$ cat config.mk
export PLATFORM = sky130hd
export DESIGN_NAME = word_select_return
export DESIGN_NICKNAME = d
export VERILOG_FILES = /design/src/cache_pkg.sv /design/src/word_select_return.sv
export SDC_FILE = /design/constraint.sdc
export NUM_CORES = 1
export LEC_CHECK = 0
export BUFFER_PORTS_ARGS = -buffer_cell sky130_fd_sc_hd__buf_2
export CAP_MARGIN = 20
export CORE_AREA = 2 2 64 66
export DETAILED_ROUTE_END_ITERATION = 10
export DIE_AREA = 0 0 66 68
export PLACE_DENSITY = 0.79
export RECOVER_POWER = 50
export SLEW_MARGIN = 0
export SYNTH_ARGS = -nofsm -noshare
export SYNTH_HDL_FRONTEND = slang
export SYNTH_SLANG_ARGS = --single-unit
$ cat constraint.sdc
create_clock -name vclk -period 1.5
set_clock_uncertainty 0.1 [all_clocks]
set_input_delay 0.15 -clock vclk [all_inputs]
set_output_delay 0.15 -clock vclk [all_outputs]
set_load 0.02 [all_outputs]
$ cat src/cache_pkg.sv
package cache_pkg;

    // AHB-Lite transfer type, encoded as on the bus
    typedef enum logic [1:0] {
        IDLE   = 2'b00,
        BUSY   = 2'b01,
        NONSEQ = 2'b10,
        SEQ    = 2'b11
    } htrans_e;

    // AHB-Lite burst type
    // only the low encodings are needed here
    typedef enum logic [2:0] {
        SINGLE = 3'b000,
        INCR   = 3'b001,
        WRAP4  = 3'b010,
        INCR4  = 3'b011
    } hburst_e;

    // lookup / miss controller
    typedef enum logic [1:0] {
        C_IDLE      = 2'b00,
        C_LOOKUP    = 2'b01,
        C_FILL_REQ  = 2'b10,
        C_FILL_DONE = 2'b11
    } ctrl_state_e;

    // line geometry, tied to the four-beat wrapping burst
    localparam int WORDS_PER_LINE = 4;
    localparam int LINE_BITS = 128;
    localparam int OFFSET_BITS = 2;

endpackage

$ cat src/word_select_return.sv
module word_select_return (
    input  logic                              hit,
    input  logic                              busy,
    input  logic [cache_pkg::LINE_BITS-1:0]   hit_line,
    input  logic [cache_pkg::OFFSET_BITS-1:0] hit_offset,
    output logic                              up_hready,
    output logic [31:0]                       up_hrdata
);
    import cache_pkg::*;

    logic [31:0] words [WORDS_PER_LINE];

    // stall on a pending miss or for the whole refill
    assign up_hready = hit && !busy;

    always_comb begin
        for (int w = 0; w < WORDS_PER_LINE; w++) begin
            words[w] = hit_line[w*32 +: 32];
        end
    end

    assign up_hrdata = words[hit_offset];

endmodule

==> results of run 1 <==
==> layer usage <==
layer / part of all wire [%] / global-route usage, % / vias to the layer above
met4: 0 / 1.53 / 0
met2: 53 / 27.8 / 80
li1: - / - / 542
met3: 11 / 2.14 / 0
met1: 37 / 16.7 / 578
met5: 0 / 0 / -
==> power by group <==
group | switching (W) | leakage [nW] | total [W] | internal (W)
clock | 0 | 0 | 0 | 0
combinational | 0.000266 | 0.913 | 0.000601 | 0.000335
sequential | 0 | 0 | 0 | 0
==> worst max-delay path by stage <==
| stage | startpoint | to | slack [ns] | cells after the start |
|---|---|---|---|---|
| final | hit_offset[0] | up_hrdata[27] | 0.06 | 4 |
| after global routing | hit_offset[0] | up_hrdata[10] | 0.01 | 4 |
| after CTS | hit_offset[0] | up_hrdata[27] | 0.0003 | 4 |
| after detailed placement | hit_offset[0] | up_hrdata[27] | -0.006 | 4 |
| after global placement | hit_offset[0] | up_hrdata[10] | 0.002 | 4 |
| after floorplan | hit_offset[0] | up_hrdata[0] | 0.27 | 3 |
==> timing repair <==
item / in CTS / in global routing
endpoints found under the hold margin: 0 / 0
resized for setup: 0 / 2
endpoints found under the setup margin: 0 / 21
==> synth_stat cells (all sizes together) <==
master / instances
mux4: 32
buf: 7
nor2b: 1
==> logic make-up (layout without fill, tap and decap cells) <==
| family | count (synthesis) | in the layout | share of synthesized area (%) |
|---|---|---|---|
| mux | 32 | 32 | 88.7 |
| buf+inv | 7 | 172 | 10.5 |
| simple gates | 1 | 1 | 0.763 |
==> through the flow <==
| stage | util, % | std cells |
|---|---|---|
| finish | 44.6 | 255 |
| global placement | 44.2 | 254 |
| detailed placement | 44.2 | 254 |
| global route | 44.6 | 255 |
| CTS | 44.2 | 254 |
| floorplan | - | 40 |
==> layout make-up <==
class	instances	area [um^2]
Fill cell	391	2130
Multi-Input combinational cell	33	734
Tap cell	50	62.6
Timing Repair Buffer	172	925
==> run summary, run 1 <==
- end point of the most critical hold path: up_hready
- transition at the pin with the smallest max-transition slack: 0.266 ns
- number of nets with antenna violations after detailed routing: 0
- average footprint of a synthesized cell: 20.5 um^2
- count of TritonRoute iterations in the first routing pass: 4
- Total Power Consumption: 0.000601 W
- cell with the largest stage delay on the worst path: sky130_fd_sc_hd__mux4_2
- total of clock buffers placed in the layout: 0
- share of the clock period used by the worst path: 96.0%
- Hold WS: 0.467 ns
- Final WS setup: 0.0603 ns
- detailed-route wire length: 3750 um
- largest net degree at the start of global routing: 19
- Post-Syn Instances: 40
- total inserted antenna cells: 0
- class of the most critical setup path: in -> out
- worst-case setup slack after placement: -0.00573 ns
- total half-perimeter wirelength after legalization and detailed placement: 3370 um
- Synthesized Nets: 172
- worst path required time: 1.25 ns
- minimum clock period: 1.44 ns
- top cell family by delay on the critical path: buffers and inverters
- Die Span Y: 68 um
- Power Density: 349 nW/um^2
- Slew Viols, Final: 0
- critical-path cell list: buf_4, buf_6, mux4_2, buf_2
- hold path start: busy
- number of endpoints failing setup at the final stage: 0
- Core Rows: 23
- hold buffers post-CTS: 0
- effective utilization at floorplan: 21.3%
- Wirelength per Cell: 14.7 um
- cell area after technology mapping: 821 um^2
- arrival time at the worst endpoint: 1.19 ns
- global-route wire length before repair: 5050 um
- leading post-synthesis cells by cell area: sky130_fd_sc_hd__mux4_2, sky130_fd_sc_hd__buf_12, sky130_fd_sc_hd__mux4_1
- area share of the largest cell type after synthesis: 82.3%
- Warnings, synthesis: 0
- fraction of layout instances using a drive strength above 1: 97.6%
- RSZ-0062 raised after global routing: no
- peak supply drop: 0.142 mV
- worst-path maximum fanout: 8
- register area share after synthesis: 0%
- Peak Freq: 695 MHz
- cell type with the highest aggregate area in the netlist: sky130_fd_sc_hd__mux4_2
- worst slew margin relative to its limit: 82.3%
- DR DRC count: 0
- area of all placed cells without fillers: 1720 um^2
- number of instances on the worst hold path: 3
- run status: completed
- commonest non-fill, non-tap cells in the layout: sky130_fd_sc_hd__buf_2, sky130_fd_sc_hd__mux4_2, sky130_fd_sc_hd__clkbuf_2, sky130_fd_sc_hd__buf_4
- leakage power total: 0.913 nW
- via count of the first global-routing pass: 1129
- DP Area: 1710 um^2
- Starting DRT DRC Count: 59
- buffer and inverter count on the worst path: 3
- die footprint: 4490 um^2
- setup fix buffers added after clock tree synthesis: 0
- number of I/O pins: 165
- via total after detailed routing: 1200
- Register Area: 0 um^2
- number of vias per cell after detailed routing: 4.71
- class of the most critical hold timing path: in -> out
- number of different library cells in the post-synthesis netlist: 6
- gr ovfl total: 0
- antenna violations before repair: 0
- endpoints failing hold: 0
- max-cap check violation count: 0
- post-layout net count: 339
- x dimension of the die: 66 um
- total track usage: 14.1%
- most common cell after layout, fill and taps aside: sky130_fd_sc_hd__buf_2
- endpoint kind of the worst setup timing path: primary output
- layout overhead on the synthesized area: 110%
- crit start category: primary input
- placeable core region: 3860 um^2
- number of sequential cells in the layout: 0
- Buffers on Ports: 165
- longest individual stage delay on the worst path: 0.52 ns
- GP Congestion: 0.860
- Setup TNS: 0 ns
No activity file was read; power rests on OpenSTA's default activity.
==> run 2: changes to the inputs <==
--- a/config.mk
+++ b/config.mk
@@ -5,12 +5,12 @@
 export SDC_FILE = /design/constraint.sdc
 export NUM_CORES = 1
 export LEC_CHECK = 0
-export BUFFER_PORTS_ARGS = -buffer_cell sky130_fd_sc_hd__buf_2
 export CAP_MARGIN = 20
-export CORE_AREA = 2 2 64 66
+export CORE_AREA = 2 2 63 65
 export DETAILED_ROUTE_END_ITERATION = 10
-export DIE_AREA = 0 0 66 68
-export PLACE_DENSITY = 0.79
+export DIE_AREA = 0 0 65 67
+export DONT_BUFFER_PORTS = 1
+export PLACE_DENSITY = 0.42
 export RECOVER_POWER = 50
 export SLEW_MARGIN = 0
 export SYNTH_ARGS = -nofsm -noshare
==> run 2 against run 1 <==
First-iteration DRC count is 78% lower. Setup slack better by 0.36 ns. Via count is 54% lower. Sequential share of layout area stayed put. Design area is 54% lower. Largest cell class is now multi-input combinational cells. Largest power group unchanged.
==> run summary, run 2 (synthesis gave the netlist of run 1 again) <==
- Net Sw Frac: 52.3%
- number of fill cells: 387
- endpoints failing hold: 0
- antenna violations before repair: 0
- via total after detailed routing: 554
- cell with the largest stage delay on the worst path: sky130_fd_sc_hd__mux4_1
- Seq pwr share: 0%
- Clock power frac: 0%
- buffer and inverter count on the worst path: 0
- fraction of layout instances using a drive strength above 1: 90.9%
- die footprint: 4360 um^2
- combinational cell fraction of total power: 100.0%
- met1 demand-to-capacity share in global routing: 11.4%
- number of endpoints failing setup at the final stage: 0
- worst slew margin relative to its limit: 73.7%
- crit start category: primary input
- longest individual stage delay on the worst path: 0.66 ns
- global-route wire length before repair: 3500 um
- number of sequential cells in the layout: 0
- met2 layer usage reported by global route: 20.0%
- Hold WS: 0.280 ns
- effective utilization at floorplan: 22.8%
- DR DRC count: 0
- most common cell after layout, fill and taps aside: sky130_fd_sc_hd__mux4_2
- top cell family by delay on the critical path: multiplexers
- Power Density: 376 nW/um^2
- Internal Pwr Total: 0.000142 W
- run status: completed
- count of TritonRoute iterations in the first routing pass: 4
- total inserted antenna cells: 0
- worst path required time: 1.25 ns
- setup fix buffers added after clock tree synthesis: 0
- DP Area: 795 um^2
- via count of the first global-routing pass: 574
- total half-perimeter wirelength after legalization and detailed placement: 2660 um
- arrival time at the worst endpoint: 0.83 ns
- number of I/O pins: 165
- minimum clock period: 1.08 ns
- largest net degree at the start of global routing: 33
- share of the clock period used by the worst path: 72.2%
- gr ovfl total: 0
- leakage power total: 0.214 nW
- Total Power Consumption: 0.000299 W
- max-cap check violation count: 0
- class of the most critical hold timing path: in -> out
- class of the most critical setup path: in -> out
- area of all placed cells without fillers: 795 um^2
- Die Span Y: 67 um
- critical-path cell list: mux4_1
- commonest non-fill, non-tap cells in the layout: sky130_fd_sc_hd__mux4_2, sky130_fd_sc_hd__mux4_1, sky130_fd_sc_hd__nor2b_1
- Buffers on Ports: 0
- worst-path maximum fanout: 32
- number of gates resized after CTS: 0
- Slew Viols, Final: 0
- Core Rows: 22
- met3 GRT Util: 4.39%
- layout overhead on the synthesized area: -3.20%
- Setup TNS: 0 ns
- RSZ-0062 raised after global routing: no
- number of nets with antenna violations after detailed routing: 0
- total of clock buffers placed in the layout: 0
- Register Area: 0 um^2
- placeable core region: 3610 um^2
- Starting DRT DRC Count: 13
- peak supply drop: 0.0835 mV
- detailed-route wire length: 2970 um
- Wirelength per Cell: 36.7 um
- total track usage: 10.5%
- number of vias per cell after detailed routing: 6.84
- highest-utilization routing layer at the global route stage: met2
- endpoint kind of the worst setup timing path: primary output
- Peak Freq: 924 MHz
- GP Congestion: 0.705
- transition at the pin with the smallest max-transition slack: 0.393 ns
- x dimension of the die: 65 um
- post-layout net count: 167
- reported net switching power: 0.000156 W
- hold buffers post-CTS: 0
[run 2: layer usage]
metal  share of wire [%]  vias up  wire length, um
li1                    -      197                -
met1                  29      279              853
met2                  55       78             1630
met3                  16        0              484
met4                   0        0                0
met5                   0        -                0
[run 2: final timing paths]
path | cells after the start | from | slack, ns | to
worst max-delay path | 1 | hit_offset[0] | 0.42 | up_hrdata[30]
worst min-delay path | 1 | busy | 0.28 | up_hready
[run 2: power groups by stage]
stage	clock network [W]	logic [W]	registers [W]
after floorplan	0	0.000336	0
after global placement	0	0.000301	0
after detailed placement	0	0.000301	0
after CTS	0	0.000302	0
after global routing	0	0.000305	0
final	0	0.000299	0
[run 2: area by class of cell]
| cell class | instances | area (um^2) | area share (%) |
|---|---|---|---|
| Multi-Input combinational cell | 33 | 734 | 92.4 |
| Tap cell | 48 | 60.1 | 7.56 |
[run 2: per-stage QoR]
stage	setup WS, ns	util [%]	std cells
2_1_floorplan	0.271	-	40
3_3_place_gp	0.439	22.0	81
3_5_place_dp	0.442	22.0	81
4_1_cts	0.443	22.0	81
5_1_grt	0.415	22.0	81
6_report	0.417	22.0	81
