--- config.mk ---
export PLATFORM = sky130hd
export DESIGN_NAME = ahb_transfer_decoder
export DESIGN_NICKNAME = d
export VERILOG_FILES = /design/src/cache_pkg.sv /design/src/ahb_transfer_decoder.sv
export SDC_FILE = /design/constraint.sdc
export NUM_CORES = 1
export LEC_CHECK = 0
export BUFFER_PORTS_ARGS = -buffer_cell sky130_fd_sc_hd__buf_2
export CAP_MARGIN = 20
export CORE_MARGIN = 2
export CORE_UTILIZATION = 41
export DETAILED_ROUTE_END_ITERATION = 10
export PLACE_DENSITY = 0.88
export SLEW_MARGIN = 20
export SYNTH_ARGS = -nofsm -noshare
export SYNTH_HDL_FRONTEND = slang
export SYNTH_SLANG_ARGS = --single-unit
--- constraint.sdc ---
create_clock -name downstream_intf -period 1.2 [get_ports downstream_intf]
set_clock_uncertainty 0.2 [all_clocks]
set_input_delay 0.24 -clock downstream_intf [delete_from_list [all_inputs] [get_ports downstream_intf]]
set_output_delay 0.24 -clock downstream_intf [all_outputs]
set_load 0.1 [all_outputs]
--- src/cache_pkg.sv ---
package cache_pkg;

    // AHB-Lite transfer type, encoded as on the bus
    typedef enum logic [1:0] {
        IDLE   = 2'b00,
        BUSY   = 2'b01,
        NONSEQ = 2'b10,
        SEQ    = 2'b11
    } htrans_e;

    // AHB-Lite burst type
    // only the low encodings are needed here
    typedef enum logic [2:0] {
        SINGLE = 3'b000,
        INCR   = 3'b001,
        WRAP4  = 3'b010,
        INCR4  = 3'b011
    } hburst_e;

    // lookup / miss controller
    typedef enum logic [1:0] {
        C_IDLE      = 2'b00,
        C_LOOKUP    = 2'b01,
        C_FILL_REQ  = 2'b10,
        C_FILL_DONE = 2'b11
    } ctrl_state_e;

    // line geometry, tied to the four-beat wrapping burst
    localparam int WORDS_PER_LINE = 4;
    localparam int LINE_BITS = 128;
    localparam int OFFSET_BITS = 2;

endpackage

--- src/ahb_transfer_decoder.sv ---
module ahb_transfer_decoder #(
    parameter int CACHE_SIZE = 8192,
    localparam int LINES = CACHE_SIZE / (cache_pkg::LINE_BITS / 8),
    localparam int INDEX_BITS = $clog2(LINES),
    localparam int TAG_BITS = 32 - INDEX_BITS - cache_pkg::OFFSET_BITS - 2
) (
    input  logic                              downstream_intf,
    input  logic                              arst_n,
    input  logic [31:0]                       up_haddr,
    input  cache_pkg::htrans_e                up_htrans,
    input  logic                              up_hready,
    output logic                              req_valid,
    output logic [TAG_BITS-1:0]               req_tag,
    output logic [INDEX_BITS-1:0]             req_index,
    output logic [cache_pkg::OFFSET_BITS-1:0] req_offset
);
    import cache_pkg::*;

    // byte lane bits below the word offset are ignored
    localparam int BYTE_BITS = 2;
    localparam int OFF_LSB = BYTE_BITS;
    localparam int IDX_LSB = OFF_LSB + OFFSET_BITS;
    localparam int TAG_LSB = IDX_LSB + INDEX_BITS;

    logic accept;

    // SEQ is taken like NONSEQ, IDLE and BUSY are dropped
    assign accept = up_hready && ((up_htrans == NONSEQ) || (up_htrans == SEQ));

    always_ff @(posedge downstream_intf or negedge arst_n) begin
        if (!arst_n) begin
            req_valid <= 1'b0;
        end else begin
            req_valid <= accept;
        end
    end

    // fields stay put until the next accepted transfer,
    // the array relies on that while a miss is refilled
    always_ff @(posedge downstream_intf) begin
        if (accept) begin
            req_tag    <= up_haddr[31:TAG_LSB];
            req_index  <= up_haddr[TAG_LSB-1:IDX_LSB];
            req_offset <= up_haddr[IDX_LSB-1:OFF_LSB];
        end
    end

endmodule

==> impl_table.tex, run 1 <==
\begin{tabular}{lr}
\hline
Metric & Value \\
\hline
\multicolumn{2}{l}{\textbf{Outcome}} \\
\quad Run status & did not finish \\
\quad Stage where the run ended & clock tree synthesis \\
\quad Tool error & [ERROR DPL-0033] detailed placement checks failed during check placement. \\
\multicolumn{2}{l}{\textbf{Yosys}} \\
\quad Area of the mapped netlist & 932 µm² \\
\quad Flip-flop and latch count after synthesis & 31 \\
\quad Cells after synthesis & 32 \\
\quad Dominant cells by area after synthesis & sky130\_fd\_sc\_hd\_\_edfxtp\_1 (97\%), sky130\_fd\_sc\_hd\_\_dfrtp\_1 (2.7\%), sky130\_fd\_sc\_hd\_\_and2\_1 (0.67\%) \\
\quad Number of different library cells in the post-synthesis netlist & 3 \\
\quad Synthesized area per cell & 29.1 µm² \\
\quad Library cell occupying the most area in the post-synthesis netlist & sky130\_fd\_sc\_hd\_\_edfxtp\_1 \\
\quad Syn Nets & 69 \\
\quad Warnings from Yosys & 0 \\
\quad Fraction of post-synthesis cell area in the top cell type by area & between 90\% and 100\% \\
\quad Fraction of the yosys area taken by sequential cells & between 90\% and 100\% \\
\multicolumn{2}{l}{\textbf{Clock tree}} \\
\quad Number of CTS-inserted buffers & 5 \\
\quad Quantity of hold-fixing buffers added after cts & 32 \\
\quad Largest buffer count on any clock path & 2 \\
\quad Clock Sink Count & 31 \\
\quad Root Buffer & sky130\_fd\_sc\_hd\_\_clkbuf\_4 \\
\quad CTS H-tree depth & 2 \\
\quad Count of cells resized by post-cts repair & 0 \\
\quad Post-CTS setup repair buffer count & 0 \\
\multicolumn{2}{l}{\textbf{Placed design}} \\
\quad Last weighted congestion value of the routability-driven placer & 0.702 \\
\quad HPWL Detailed & 1.76 mm \\
\quad Port bufs & 64 \\
\quad Post-placement worst setup slack & 54.5 ps \\
\quad Placed Instance Area & 0.00180 mm² \\
\multicolumn{2}{l}{\textbf{Die}} \\
\quad Overall die width & 51.7 µm \\
\quad Initial standard-cell utilization of the core & 42.5\% \\
\quad Placement Rows & 17 \\
\quad Die boundary height & 51.7 µm \\
\quad Top-level I/O count & 68 \\
\hline
\end{tabular}
-- synthesized netlist by cell type, drive strengths merged --
master	count
dfrtp	1
and2	1
edfxtp	30
-- cell families after synthesis --
group | share of synthesized area, %
simple gates | 0.672
flops | 99.3
-- per-stage QoR --
step / hold WS [ps] / std cells
3_3_place_gp: -184 / 126
3_5_place_dp: -185 / 126
2_1_floorplan: -256 / 32
==> run 2: changes to the inputs <==
--- a/config.mk
+++ b/config.mk
@@ -7,10 +7,10 @@
 export LEC_CHECK = 0
 export BUFFER_PORTS_ARGS = -buffer_cell sky130_fd_sc_hd__buf_2
 export CAP_MARGIN = 20
-export CORE_MARGIN = 2
-export CORE_UTILIZATION = 41
+export CORE_AREA = 2 2 63 65
 export DETAILED_ROUTE_END_ITERATION = 10
-export PLACE_DENSITY = 0.88
+export DIE_AREA = 0 0 65 67
+export PLACE_DENSITY_LB_ADDON = 0.15
 export SLEW_MARGIN = 20
 export SYNTH_ARGS = -nofsm -noshare
 export SYNTH_HDL_FRONTEND = slang
==> run 2 against run 1 <==
Effect of this change:
- the flow now finishes, with violations (negative setup slack)
- synthesized area unchanged
- synthesized cell count unchanged
==> impl_table.tex, run 2 <==
\begin{tabular}{lr}
\hline
Metric & Value \\
\hline
\multicolumn{2}{l}{\textbf{Timing}} \\
\quad Transition time of the tightest slew-check pin & around 130 ps \\
\quad Worst max-slew margin expressed relative to the limit & 91.3\% \\
\quad Max Freq & 0.755 GHz \\
\quad Final worst-path setup slack & -125 ps \\
\quad Clock period minus worst slack & 1330 ps \\
\quad TNS Setup & -3420 ps \\
\quad Final setup viols & 31 \\
\quad Worst hold slack across all endpoints & 63.0 ps \\
\quad Unrepaired setup endpoints after global routing & yes \\
\quad Final Hold Vio Count & 0 \\
\quad Slew Limit Fails & 0 \\
\quad Portion of the clock cycle consumed by the worst path in the final layout & 110\% \\
\multicolumn{2}{l}{\textbf{Pwr}} \\
\quad Worst ir drop on vdd & just under 800 µV \\
\quad Fraction of power consumed by the clock network & 29.6\% \\
\quad Leakage & 0.917 nW \\
\quad PD cells & between 1000 and 1500 mW/mm² \\
\quad Internal power & around 2.2 mW \\
\quad Sequential share of power & about two fifths \\
\quad Net Sw Power & 0.981 mW \\
\quad Comb power frac & 29.3\% \\
\quad Switching power share of the total & a little under a third \\
\quad Power after layout & around 3.2 mW \\
\multicolumn{2}{l}{\textbf{Yosys}} \\
\quad Warnings from Yosys & 0 (unchanged) \\
\quad Library cell occupying the most area in the post-synthesis netlist & sky130\_fd\_sc\_hd\_\_edfxtp\_1 \\
\quad Number of different library cells in the post-synthesis netlist & 3 (unchanged) \\
\quad Count leader, synth & sky130\_fd\_sc\_hd\_\_edfxtp\_1 \\
\quad Fraction of post-synthesis cell area in the top cell type by area & 96.6\% (unchanged) \\
\quad Number of enable-type register cells in the synthesized netlist & 30 (unchanged) \\
\quad Synth async-reset ratio & 3.23\% (unchanged) \\
\quad Dominant cells by area after synthesis & sky130\_fd\_sc\_hd\_\_edfxtp\_1 (97\%), sky130\_fd\_sc\_hd\_\_dfrtp\_1 (2.7\%), sky130\_fd\_sc\_hd\_\_and2\_1 (0.67\%) \\
\quad Synthesized area per cell & 29.1 µm² (unchanged) \\
\quad Top\_reg\_cell synth & sky130\_fd\_sc\_hd\_\_edfxtp\_1 \\
\quad Syn Nets & 69 (unchanged) \\
\quad Cells after synthesis & 32 (unchanged) \\
\quad Fraction of the yosys area taken by sequential cells & 99.3\% (unchanged) \\
\quad Most instantiated cells after synthesis & sky130\_fd\_sc\_hd\_\_edfxtp\_1 (30), sky130\_fd\_sc\_hd\_\_and2\_1 (1), sky130\_fd\_sc\_hd\_\_dfrtp\_1 (1) \\
\quad Area of the mapped netlist & 932 µm² (unchanged) \\
\quad Flip-flop and latch count after synthesis & 31 (unchanged) \\
\multicolumn{2}{l}{\textbf{Placed design}} \\
\quad Last weighted congestion value of the routability-driven placer & 0.678 (-3.4\%) \\
\quad Post-placement worst setup slack & 47.4 ps (-7.03 ps) \\
\quad DP Cell Count & 146 (+16\%) \\
\quad Port bufs & 64 (unchanged) \\
\quad Placed Instance Area & 0.00181 mm² (+0.70\%) \\
\multicolumn{2}{l}{\textbf{Clock tree}} \\
\quad Root Buffer & sky130\_fd\_sc\_hd\_\_clkbuf\_8 \\
\quad Largest buffer count on any clock path & 2 (unchanged) \\
\quad CTS H-tree depth & 2 (unchanged) \\
\quad Clock Sink Count & 31 (unchanged) \\
\quad Clock slew at reported path FFs & 60 ps \\
\quad TritonCTS clock tree & done \\
\quad Count of cells resized by post-cts repair & 0 (unchanged) \\
\quad Number of CTS-inserted buffers & 5 (unchanged) \\
\multicolumn{2}{l}{\textbf{Layout}} \\
\quad Multi-input gate area in the final layout & 8.76 µm² \\
\quad Number of flip-flops under the largest register name & 19 \\
\quad Number of filler cells placed in the layout & around 290 \\
\quad Combined flip-flop and latch cell area & 927 µm² \\
\quad Commonest cells after routing, fill and taps aside & sky130\_fd\_sc\_hd\_\_buf\_2 (33), sky130\_fd\_sc\_hd\_\_buf\_12 (32), sky130\_fd\_sc\_hd\_\_dlygate4sd3\_1 (31) \\
\quad Fin area & 0.00223 mm² \\
\quad Final instance count without filler cells & between 150 and 200 \\
\quad Top register by number of flip-flops & req\_tag \\
\quad Commonest non-fill, non-tap cell in the layout & sky130\_fd\_sc\_hd\_\_buf\_2 \\
\quad Net total in the final layout & around 170 \\
\quad Final design utilization & 61.8\% \\
\quad Largest registers & req\_tag x19, req\_index x9, req\_offset x2 \\
\quad Share of cells above drive strength 1 & 54.7\% \\
\quad Antenna Diode Count & 0 \\
\quad Area overhead of the layout relative to synthesis & 139\% \\
\multicolumn{2}{l}{\textbf{Outcome}} \\
\quad Failing checks & negative setup slack \\
\quad Run status & finished, violations left \\
\multicolumn{2}{l}{\textbf{Setup path}} \\
\quad CP Data Arrival Time & between 800 and 900 ps \\
\quad Start-to-end type of the worst setup path & flip-flop to output port \\
\quad Required time of the critical path & $\sim$760 ps \\
\quad Family with the most delay on the worst path & flip-flops \\
\quad Critical path startpoint category & flip-flop \\
\quad Number of buffer and inverter instances along the worst setup path & 1 \\
\quad Highest net fanout along the worst path & 1 \\
\quad CP Capture Type & output port \\
\quad Cell type of the slowest stage on the worst timing path & sky130\_fd\_sc\_hd\_\_edfxtp\_1 \\
\quad Maximum cell stage delay along the critical path & 430 ps \\
\quad List of cells traversed by the critical path & buf\_12 \\
\multicolumn{2}{l}{\textbf{Die}} \\
\quad Top-level I/O count & 68 (unchanged) \\
\quad Initial standard-cell utilization of the core & 25.9\% (-17 points) \\
\quad Die boundary height & 67 µm (+30\%) \\
\quad Placement Rows & 22 (+5) \\
\quad Area of the die & 0.00436 mm² \\
\quad Overall die width & 65 µm (+26\%) \\
\quad Total core area & 0.00361 mm² \\
\multicolumn{2}{l}{\textbf{GRT}} \\
\quad Wire length of the first global-routing pass & 3.48 mm \\
\quad Total grt overflow & 0 \\
\quad Tot GR Track Use & 11.3\% \\
\quad Number of global-route vias before repair & 770 \\
\quad Pin count of the biggest net entering global routing & 25 \\
\quad Antenna violations before repair & 0 \\
\multicolumn{2}{l}{\textbf{Drt}} \\
\quad Total detailed-routing wirelength & 2.23 mm \\
\quad DR pass1 iterations & 2 \\
\quad Residual DRC & 0 \\
\quad Number of nets with antenna violations after detailed routing & 0 \\
\quad Overall via count from detail\_route & 679 \\
\quad Average wire per standard cell & 12.1 µm \\
\quad Via-to-Cell Ratio & roughly 3.7 \\
\quad DRC violation total after the first TritonRoute iteration & 2 \\
\multicolumn{2}{l}{\textbf{Min path}} \\
\quad Type of the tightest min-delay check & primary input to asynchronous set/reset pin \\
\multicolumn{2}{l}{\textbf{Flow run}} \\
\quad \# Max-Cap Violations & 0 \\
\hline
\end{tabular}
## run 2: worst paths after layout
check	startpoint	endpoint	slack, ps	cells after the start
worst max-delay path	req_offset[0]	req_offset[0]	-130	1
worst min-delay path	arst_n	req_valid	60	2
max in group asynchronous	arst_n	req_valid	640	2
min in group downstream_intf	up_hready	req_valid	190	3
## run 2: final cells by class
| type | instances | area share, % |
|---|---|---|
| Multi-Input combinational cell | 1 | 0.393 |
| Clock inverter | 3 | 1.74 |
| Timing Repair Buffer | 97 | 50.4 |
| Tap cell | 48 | 2.70 |
| Clock buffer | 5 | 3.09 |
| Sequential cell | 31 | 41.6 |
## run 2: power groups by stage
stage | clock (mW) | sequential [mW] | combinational [mW]
2_1_floorplan | 0 | 1.82 | 0.0165
3_3_place_gp | 0 | 1.35 | 0.866
3_5_place_dp | 0 | 1.35 | 0.872
4_1_cts | 0.999 | 1.33 | 0.950
5_1_grt | 1.04 | 1.33 | 0.967
6_report | 0.956 | 1.33 | 0.944
## run 2: timing repair
item                                    4_1_cts  5_1_grt
endpoints found under the setup margin       31       31
endpoints found under the hold margin        31        0
hold buffers                                 31        0
setup buffers                                 0        0
## run 2: kinds of logic after synthesis
family / after synthesis / share of synthesized area, %
simple gates: 1 / 0.672
flops: 31 / 99.3
## run 2: routing by layer
layer  vias to the layer above  wire [µm]  GRT usage (%)
li1                        335          -              -
met1                       308        744           10.6
met2                        34       1300           21.0
met3                         2        174           4.39
met4                         0          8           5.59
met5                         -          0              0
No activity file was read; power rests on OpenSTA's default activity.
