==> config.mk <==
export PLATFORM = sky130hd
export DESIGN_NAME = line_refill_engine
export DESIGN_NICKNAME = d
export VERILOG_FILES = /design/src/cache_pkg.sv /design/src/line_refill_engine.sv
export SDC_FILE = /design/constraint.sdc
export NUM_CORES = 1
export LEC_CHECK = 0
export BUFFER_PORTS_ARGS = -buffer_cell sky130_fd_sc_hd__buf_2
export CAP_MARGIN = 20
export CORE_UTILIZATION = 45
export DETAILED_ROUTE_END_ITERATION = 12
export GPL_TIMING_DRIVEN = 0
export PLACE_DENSITY = 0.81
export RECOVER_POWER = 50
export SYNTH_ARGS = -nofsm -noshare
export SYNTH_HDL_FRONTEND = slang
export SYNTH_SLANG_ARGS = --single-unit
==> constraint.sdc <==
create_clock -name downstream_intf -period 2.2 [get_ports downstream_intf]
set_input_delay 0.22 -clock downstream_intf [delete_from_list [all_inputs] [get_ports downstream_intf]]
set_output_delay 0.22 -clock downstream_intf [all_outputs]
set_load 0.01 [all_outputs]
==> src/cache_pkg.sv <==
package cache_pkg;

    // AHB-Lite transfer type, encoded as on the bus
    typedef enum logic [1:0] {
        IDLE   = 2'b00,
        BUSY   = 2'b01,
        NONSEQ = 2'b10,
        SEQ    = 2'b11
    } htrans_e;

    // AHB-Lite burst type
    // only the low encodings are needed here
    typedef enum logic [2:0] {
        SINGLE = 3'b000,
        INCR   = 3'b001,
        WRAP4  = 3'b010,
        INCR4  = 3'b011
    } hburst_e;

    // lookup / miss controller
    typedef enum logic [1:0] {
        C_IDLE      = 2'b00,
        C_LOOKUP    = 2'b01,
        C_FILL_REQ  = 2'b10,
        C_FILL_DONE = 2'b11
    } ctrl_state_e;

    // line geometry, tied to the four-beat wrapping burst
    localparam int WORDS_PER_LINE = 4;
    localparam int LINE_BITS = 128;
    localparam int OFFSET_BITS = 2;

endpackage

==> src/line_refill_engine.sv <==
module line_refill_engine (
    input  logic                            downstream_intf,
    input  logic                            arst_n,
    input  logic                            fill_req,
    input  logic [31:0]                     fill_addr,
    output logic                            fill_ack,
    output logic [cache_pkg::LINE_BITS-1:0] fill_line,
    output logic [31:0]                     dn_haddr,
    output cache_pkg::htrans_e              dn_htrans,
    output cache_pkg::hburst_e              dn_hburst,
    input  logic                            dn_hready,
    input  logic [31:0]                     dn_hrdata
);
    import cache_pkg::*;

    typedef enum logic [1:0] {
        R_IDLE  = 2'b00,
        R_BURST = 2'b01,
        R_ACK   = 2'b10
    } refill_state_e;

    localparam logic [OFFSET_BITS-1:0] LAST_BEAT = OFFSET_BITS'(WORDS_PER_LINE - 1);
    localparam int OFF_LSB = 2;
    localparam int OFF_MSB = OFF_LSB + OFFSET_BITS - 1;

    refill_state_e state_q;

    logic                   addr_act;
    logic                   data_act;
    logic [OFFSET_BITS-1:0] addr_cnt;
    logic [OFFSET_BITS-1:0] data_cnt;
    logic [OFFSET_BITS-1:0] data_off;

    // an address phase is on the bus
    assign addr_act  = (dn_htrans == NONSEQ) || (dn_htrans == SEQ);
    assign dn_hburst = addr_act ? WRAP4 : SINGLE;
    assign fill_ack  = (state_q == R_ACK);

    always_ff @(posedge downstream_intf or negedge arst_n) begin
        if (!arst_n) begin
            state_q   <= R_IDLE;
            dn_htrans <= IDLE;
            dn_haddr  <= '0;
            addr_cnt  <= '0;
            data_cnt  <= '0;
            data_act  <= 1'b0;
        end else begin
            case (state_q)
                R_IDLE: begin
                    // first beat is the missed word itself
                    if (fill_req) begin
                        dn_htrans <= NONSEQ;
                        dn_haddr  <= {fill_addr[31:OFF_LSB], 2'b00};
                        addr_cnt  <= '0;
                        data_cnt  <= '0;
                        state_q   <= R_BURST;
                    end
                end
                R_BURST: begin
                    // nothing moves while memory holds hready low
                    if (dn_hready) begin
                        if (addr_act) begin
                            if (addr_cnt == LAST_BEAT) begin
                                dn_htrans <= IDLE;
                            end else begin
                                dn_htrans <= SEQ;
                                // wrap inside the 16-byte line
                                dn_haddr[OFF_MSB:OFF_LSB] <= dn_haddr[OFF_MSB:OFF_LSB] + 1'b1;
                                addr_cnt <= addr_cnt + 1'b1;
                            end
                        end
                        data_act <= addr_act;
                        if (data_act) begin
                            data_cnt <= data_cnt + 1'b1;
                            if (data_cnt == LAST_BEAT) begin
                                state_q <= R_ACK;
                            end
                        end
                    end
                end
                R_ACK: begin
                    if (!fill_req) begin
                        state_q <= R_IDLE;
                    end
                end
                default: state_q <= R_IDLE;
            endcase
        end
    end

    // each beat lands in the slot its own address points at
    always_ff @(posedge downstream_intf) begin
        if ((state_q == R_BURST) && dn_hready) begin
            if (addr_act) begin
                data_off <= dn_haddr[OFF_MSB:OFF_LSB];
            end
            if (data_act) begin
                fill_line[{data_off, 5'd0} +: 32] <= dn_hrdata;
            end
        end
    end

endmodule

==> run summary, run 1 <==
WHS - 0.0244 ns
Async SR Flop Fraction - 23.1%
H-tree depth - 4
Hold Vio Cnt, Final - 0
Max Cap Violations - 0
Place WS - -0.110 ns
Hold WC Path Type - in -> reg
multi-input logic area - 0.00161 sq mm
Tot GR Track Use - 20.4%
die height - 124 microns
residual DRC count - 0
fin crit share - 93.6%
CP max FO - 32
via count - 4211
wire length per cell - 17.7 microns
Skew-Pair Late Insertion Delay - 0.43 ns
Required @ worst endpoint - 2.25 ns
Clk pin slew, worst setup/hold paths - 0.06 ns
Die X - 124 microns
Crit path max-delay family - simple AND/OR/NAND/NOR gates
PnR worst setup slack - 0.140 ns
area leader, netlist - edfxtp_1
core area - 0.0145 sq mm
Post-synth EDFFs - 130
Initial Util - 45.9%
global-route wire length before repair - 22.5 mm
relative slew slack - 37.0%
achievable frequency - 485 MHz
pin count of the biggest net entering global routing - 40
ys flop type - edfxtp_1
pwr dens - 798 mW/mm^2
status - complete, no violations
Via density - 4.90
part of the power in registers - 53.4%
TritonCTS Buffers - 17
synthesized area per cell - 16.2 sq um
peak supply drop - 393 uV
post-route ant nets - 0
area grow syn2layout - 26.1%
most common cell in the netlist - edfxtp_1
DP HPWL - 10.6 mm
Worst EP arrival - 2.11 ns
final net count - 738
Sw Share - 22.8%
Int Pwr - 0.00516 W
Final Wtd Congestion - 0.785
crit path buf inv count - 1
ant diodes - 0
register-to-register setup slack - 0.14 ns
buffers added on ports - 227
sw power - 0.00153 W
Initial DRT Pass Iterations - 4
vias in the first global route - 4162
Final min period - 2.06 ns
initial antenna violation count - 0
sequential area share after synthesis - 73.4%
Clock Skew - 0.00583 ns
TritonCTS clock tree - done
DIE AREA - 0.0153 sq mm
power share of the combinational group - 5.4%
Static Leak - 3.20 nW
final setup fails - 0
commonest cells in the netlist - 130 x edfxtp_1, 129 x and2_1, 39 x dfrtp_1
IO Pins - 234
register area - 0.00488 sq mm
synth top area cells - edfxtp_1 59%, dfrtp_1 15%, and2_1 12%
Root Buffer - clkbuf_16
Slew @ Worst Pin - 0.945 ns
crit-path cells - buf_6, and2b_1, and3_2
crit path kind - reg -> reg
Mapped Cells - 411
fraction of layout cells with a size suffix above 1 - 22.9%
# rows - 44
RSZ-0062 raised after global routing - no
Iter 0 DRT Violations - 325
Synth Register Bits - 169
fill cell count - 1209
Final Max Slew Viols - 0
Worst path slowest cell - and3_2
area fraction of the dominant cell type after synthesis - 58.7%
crit-path max cell delay - 0.83 ns
Cell variety after synth - 40
Synth Cell Area - 0.00665 sq mm
DP Area - 0.00803 sq mm
Critical Path End Type - flop
clk sinks - 169
Syn. warnings - 0
Final Instance Area - 0.00838 sq mm
clock network fraction of design power - 41.2%
clock buffer depth - 2
Remaining Overflow, GRT - 0
Routed WL - 15.2 mm
crit start category - flop
Power Total - 0.00669 W
flip-flops by register name, indices dropped and copies added (netlist names):
| register | cells |
|---|---|
| addr_cnt | 2 |
| data_act | 1 |
| data_cnt | 2 |
| data_off | 2 |
| dn_haddr | 30 |
| dn_htrans | 2 |
| fill_line | 128 |
| state_q | 2 |
worst register-to-register path: cells and delay by family (launching register included):
family | cells | cell delay (ns)
simple gates | 2 | 1.15
flops | 1 | 0.38
buf+inv | 1 | 0.14
metal layers:
| layer | wire length, microns | track usage, % | vias to the layer above |
|---|---|---|---|
| met5 | 0 | 0 | - |
| met4 | 260 | 7.38 | 0 |
| met3 | 1340 | 6.37 | 26 |
| met2 | 7650 | 34.8 | 226 |
| met1 | 5990 | 24.2 | 1998 |
| li1 | - | - | 1961 |
logic make-up after synthesis:
family,Yosys count,synth area share [%]
AOI/OAI and AO/OA,19,2.13
muxes,29,4.97
DFF,169,73.4
buffers and inverters,28,2.43
and+or+nand+nor,158,15.7
adders and majority gates,7,1.32
other,1,0.0564
per-stage QoR:
step / setup TNS, ns / cells / util, %
detailed placement: -3.88 / 825 / 55.4
global route: 0 / 860 / 57.9
finish: 0 / 860 / 57.9
CTS: 0 / 858 / 59.3
global placement: -41.99 / 825 / 55.4
floorplan: 0 / 414 / -
cell usage in the layout, fill, tap and decap left out, drive strengths merged, types with 2 or more instances in the layout:
| cell | count |
|---|---|
| a31oi | 2 |
| mux2 | 29 |
| clkinv | 5 |
| a21oi | 3 |
| clkbuf | 199 |
| clkinvlp | 3 |
| nand3 | 4 |
| and3 | 5 |
| buf | 73 |
| dfrtp | 39 |
| nand2 | 6 |
| ha | 7 |
| conb | 4 |
| edfxtp | 130 |
| nor2 | 2 |
| nor4b | 3 |
| and2 | 129 |
| a22o | 4 |
| inv | 9 |
| nand3b | 2 |
timing repair:
item	CTS	global route
hold endpoints to repair	39	0
endpoints found under the setup margin	42	54
gates cloned	0	0
setup buffers	0	2
pin swaps	0	2
hold buffers	1	0
resized for setup	2	4
worst paths after layout:
path	startpoint	to	depth (start not counted)
worst max-delay path	state_q[1]	fill_line[64]	3
worst min-delay path	fill_addr[28]	dn_haddr[28]	2
worst max register to register	state_q[1]	fill_line[64]	3
worst min register to register	dn_haddr[3]	data_off[1]	0
max in group asynchronous	arst_n	dn_haddr[31]	2
min in group asynchronous	arst_n	dn_haddr[28]	2
cell type report:
cell class | instances | share of cell area (%)
clock buffers | 19 | 5.16
flip-flops and latches | 169 | 58.2
clock inverters | 13 | 1.36
repair buffers | 230 | 11.4
well taps | 184 | 2.75
plain buffers | 24 | 1.66
inverters | 4 | 0.179
multi-input cells | 217 | 19.2
power by group through the flow:
| stage | clock network (W) | registers, W | logic, W |
|---|---|---|---|
| floorplan | 0 | 0.00367 | 0.000145 |
| global placement | 0 | 0.00363 | 0.000371 |
| detailed placement | 0 | 0.00364 | 0.000387 |
| CTS | 0.00281 | 0.00357 | 0.000390 |
| global route | 0.00293 | 0.00359 | 0.000407 |
| finish | 0.00276 | 0.00357 | 0.000362 |
Note: power is estimated with default switching activity, not from simulation.
==> run 2, diff against run 1 <==
--- a/config.mk
+++ b/config.mk
@@ -7,10 +7,10 @@
 export LEC_CHECK = 0
 export BUFFER_PORTS_ARGS = -buffer_cell sky130_fd_sc_hd__buf_2
 export CAP_MARGIN = 20
-export CORE_UTILIZATION = 45
+export CORE_UTILIZATION = 50
 export DETAILED_ROUTE_END_ITERATION = 12
 export GPL_TIMING_DRIVEN = 0
-export PLACE_DENSITY = 0.81
+export PLACE_DENSITY = 0.85
 export RECOVER_POWER = 50
 export SYNTH_ARGS = -nofsm -noshare
 export SYNTH_HDL_FRONTEND = slang
==> constraint.sdc (replaced) <==
create_clock -name downstream_intf -period 2.06 [get_ports downstream_intf]
set_input_delay 0.206 -clock downstream_intf [delete_from_list [all_inputs] [get_ports downstream_intf]]
set_output_delay 0.206 -clock downstream_intf [all_outputs]
set_load 0.01 [all_outputs]
==> run 2 against run 1 <==
Against the previous run:
- via count up 1.5%
- critical endpoint is now fill_line[62]
- register-to-register slack worse by 0.03 ns
- worst setup slack worse by 0.032 ns
- routed wire length about the same
- clock skew about the same
- critical path type unchanged
==> run summary, run 2 (synthesis gave the netlist of run 1 again) <==
crit start category - flop
Clk pin slew, worst setup/hold paths - 0.06 ns (about the same)
final net count - 742 (+0.54%)
fraction of layout cells with a size suffix above 1 - 23.5% (+0.60 points)
Iter 0 DRT Violations - 372 (+14%)
pin count of the biggest net entering global routing - 40 (unchanged)
GR Util met1 - 26.3% (+2.2 points)
crit path buf inv count - 3 (+2)
Static Leak - 3.24 nW (+1.5%)
Via density - 5.02 (+2.4%)
Skew-Pair Late Insertion Delay - 0.42 ns (about the same)
register area - 0.00488 sq mm (unchanged)
Hold WC Path Type - in -> reg
die height - 117 microns (-5.0%)
met3 Track Usage GR - 5.46% (-0.91 points)
ant diodes - 0 (unchanged)
area grow syn2layout - 27.4%
core area - 0.0128 sq mm (-12%)
fin crit share - 94.8% (+1.1 points)
CP max FO - 10 (-69%)
Tot GR Track Use - 22.1% (+1.7 points)
clk sinks - 169 (unchanged)
Crit path max-delay family - buffers and inverters
met2 Track Usage GR - 38.1% (+3.2 points)
peak supply drop - 379 uV (-3.6%)
TritonCTS clock tree - done
vias in the first global route - 4071 (-2.2%)
Clock Skew - 0.00619 ns (+0.000366 ns)
crit-path max cell delay - 0.45 ns (-0.38 ns)
Final Wtd Congestion - 0.760 (-3.2%)
DP HPWL - 10.5 mm (-0.96%)
IO Pins - 234 (unchanged)
Largest Register - fill_line
pwr dens - 872 mW/mm^2 (+9.2%)
crit-path cells - inv_2, ha_2, nor4b_4, buf_4, clkbuf_2, and2_1
post-route ant nets - 0 (unchanged)
Top Registers - fill_line: 128 flops, dn_haddr: 30 flops
final setup fails - 0 (unchanged)
Worst path slowest cell - edfxtp_1
most common library cell in the layout ignoring fill and taps - clkbuf_1
relative slew slack - 36.8% (-0.16 points)
initial antenna violation count - 0 (unchanged)
WHS - 0.0172 ns (-0.00719 ns)
status - complete, no violations
Final min period - 1.95 ns (-0.108 ns)
most frequent cells in the layout - 167 x clkbuf_1, 130 x edfxtp_1, 128 x and2_1
via count - 4274 (+1.5%)
Top Usage Layer GRT - met2
Routed WL - 15.2 mm (about the same)
multi-input logic area - 0.00163 sq mm (+0.85%)
Root Buffer - clkbuf_16
Final Instance Area - 0.00847 sq mm (+1.0%)
# rows - 41 (-6.8%)
Remaining Overflow, GRT - 0 (unchanged)
Slew @ Worst Pin - 0.947 ns (+0.00241 ns)
wire length per cell - 17.9 microns (+0.97%)
Critical Path End Type - flop
Die X - 117 microns (-5.0%)
Initial Util - 52.0% (+6.1 points)
Initial DRT Pass Iterations - 5 (+1)
Hold Vio Cnt, Final - 0 (unchanged)
Final Max Slew Viols - 0 (unchanged)
DP Area - 0.00801 sq mm (-0.19%)
global-route wire length before repair - 21.7 mm (-3.5%)
residual DRC count - 0 (unchanged)
H-tree depth - 4 (unchanged)
Worst EP arrival - 2.13 ns (+0.02 ns)
Max Cap Violations - 0 (unchanged)
fill cell count - 984 (-19%)
crit path kind - reg -> reg
buffers added on ports - 227 (unchanged)
DIE AREA - 0.0138 sq mm (-9.8%)
max FFs per register - 128 (unchanged)
Required @ worst endpoint - 2.23 ns (-0.02 ns)
clock buffer depth - 2 (unchanged)
achievable frequency - 512 MHz (+5.5%)
TritonCTS Buffers - 17 (unchanged)
Final Core Density - 66.3% (+8.4 points)
RSZ-0062 raised after global routing - no
## run 2: cell count changes in the layout (fill, tap and decap cells not counted), moves of 2 or more
cell           delta
buf_4             +4
and3_2            -3
and3_4            +3
inv_6             +3
bufinv_16         +2
clkbuf_1          -2
clkbuf_2          -2
clkinv_4          -2
clkinvlp_4        -2
dlygate4sd3_1     +2
## run 2: through the flow
stage	total power [W]	instances	setup TNS, ns	setup WS, ns
floorplan	0.00407	414	0	0.0541
global placement	0.00427	813	-56.98	-0.543
detailed placement	0.00430	813	-9.51	-0.241
CTS	0.00743	850	-0.00372	-0.000982
global route	0.00759	852	0	0.0399
finish	0.00738	852	0	0.108
## run 2: path summary, 6_finish.rpt
check,cells after the start,endpoint,start,slack [ns]
min reg2reg,0,data_off[1],dn_haddr[3],0.50
min in group asynchronous,2,dn_haddr[25],arst_n,0.48
max reg2reg,6,fill_line[62],data_off[0],0.11
max in group asynchronous,2,dn_haddr[31],arst_n,1.00
min,2,dn_haddr[5],fill_addr[5],0.02
max,6,fill_line[62],data_off[0],0.11
## run 2: cell type report
cell class	count	share of cell area, %
clock buffer	18	5.07
inverter	4	0.177
clock inverter	14	1.91
multi-input combinational	217	19.2
tap	172	2.54
buffer	24	1.74
timing repair buffer	234	11.7
sequential	169	57.6
## run 2: worst reg2reg max path: stages, from the launching register on
cell and delay, ns:
edfxtp_1 0.45, inv_2 0.17, ha_2 0.33, nor4b_4 0.14, buf_4 0.17, clkbuf_2 0.23
and2_1 0.23
## run 2: timing repair
| action | in CTS | in global routing |
|---|---|---|
| cloned | 0 | 0 |
| hold buffers | 3 | 0 |
| pin swaps | 1 | 1 |
| resized for setup | 8 | 7 |
| endpoints found under the hold margin | 41 | 0 |
| setup buffers | 2 | 2 |
| setup endpoints to repair | 115 | 138 |
## run 2: report_power, final
group / total (W) / internal [W] / leakage, nW / switching [W]
Clock: 0.00318 / 0.00182 / 0.290 / 0.00135
Sequential: 0.00382 / 0.00374 / 1.65 / 0.0000737
Combinational: 0.000392 / 0.000199 / 1.30 / 0.000193
## run 2: routing by layer
metal	up-vias	wire, microns
li1	1959	-
met1	2056	6030
met2	239	7580
met3	20	1360
met4	0	272
met5	-	0
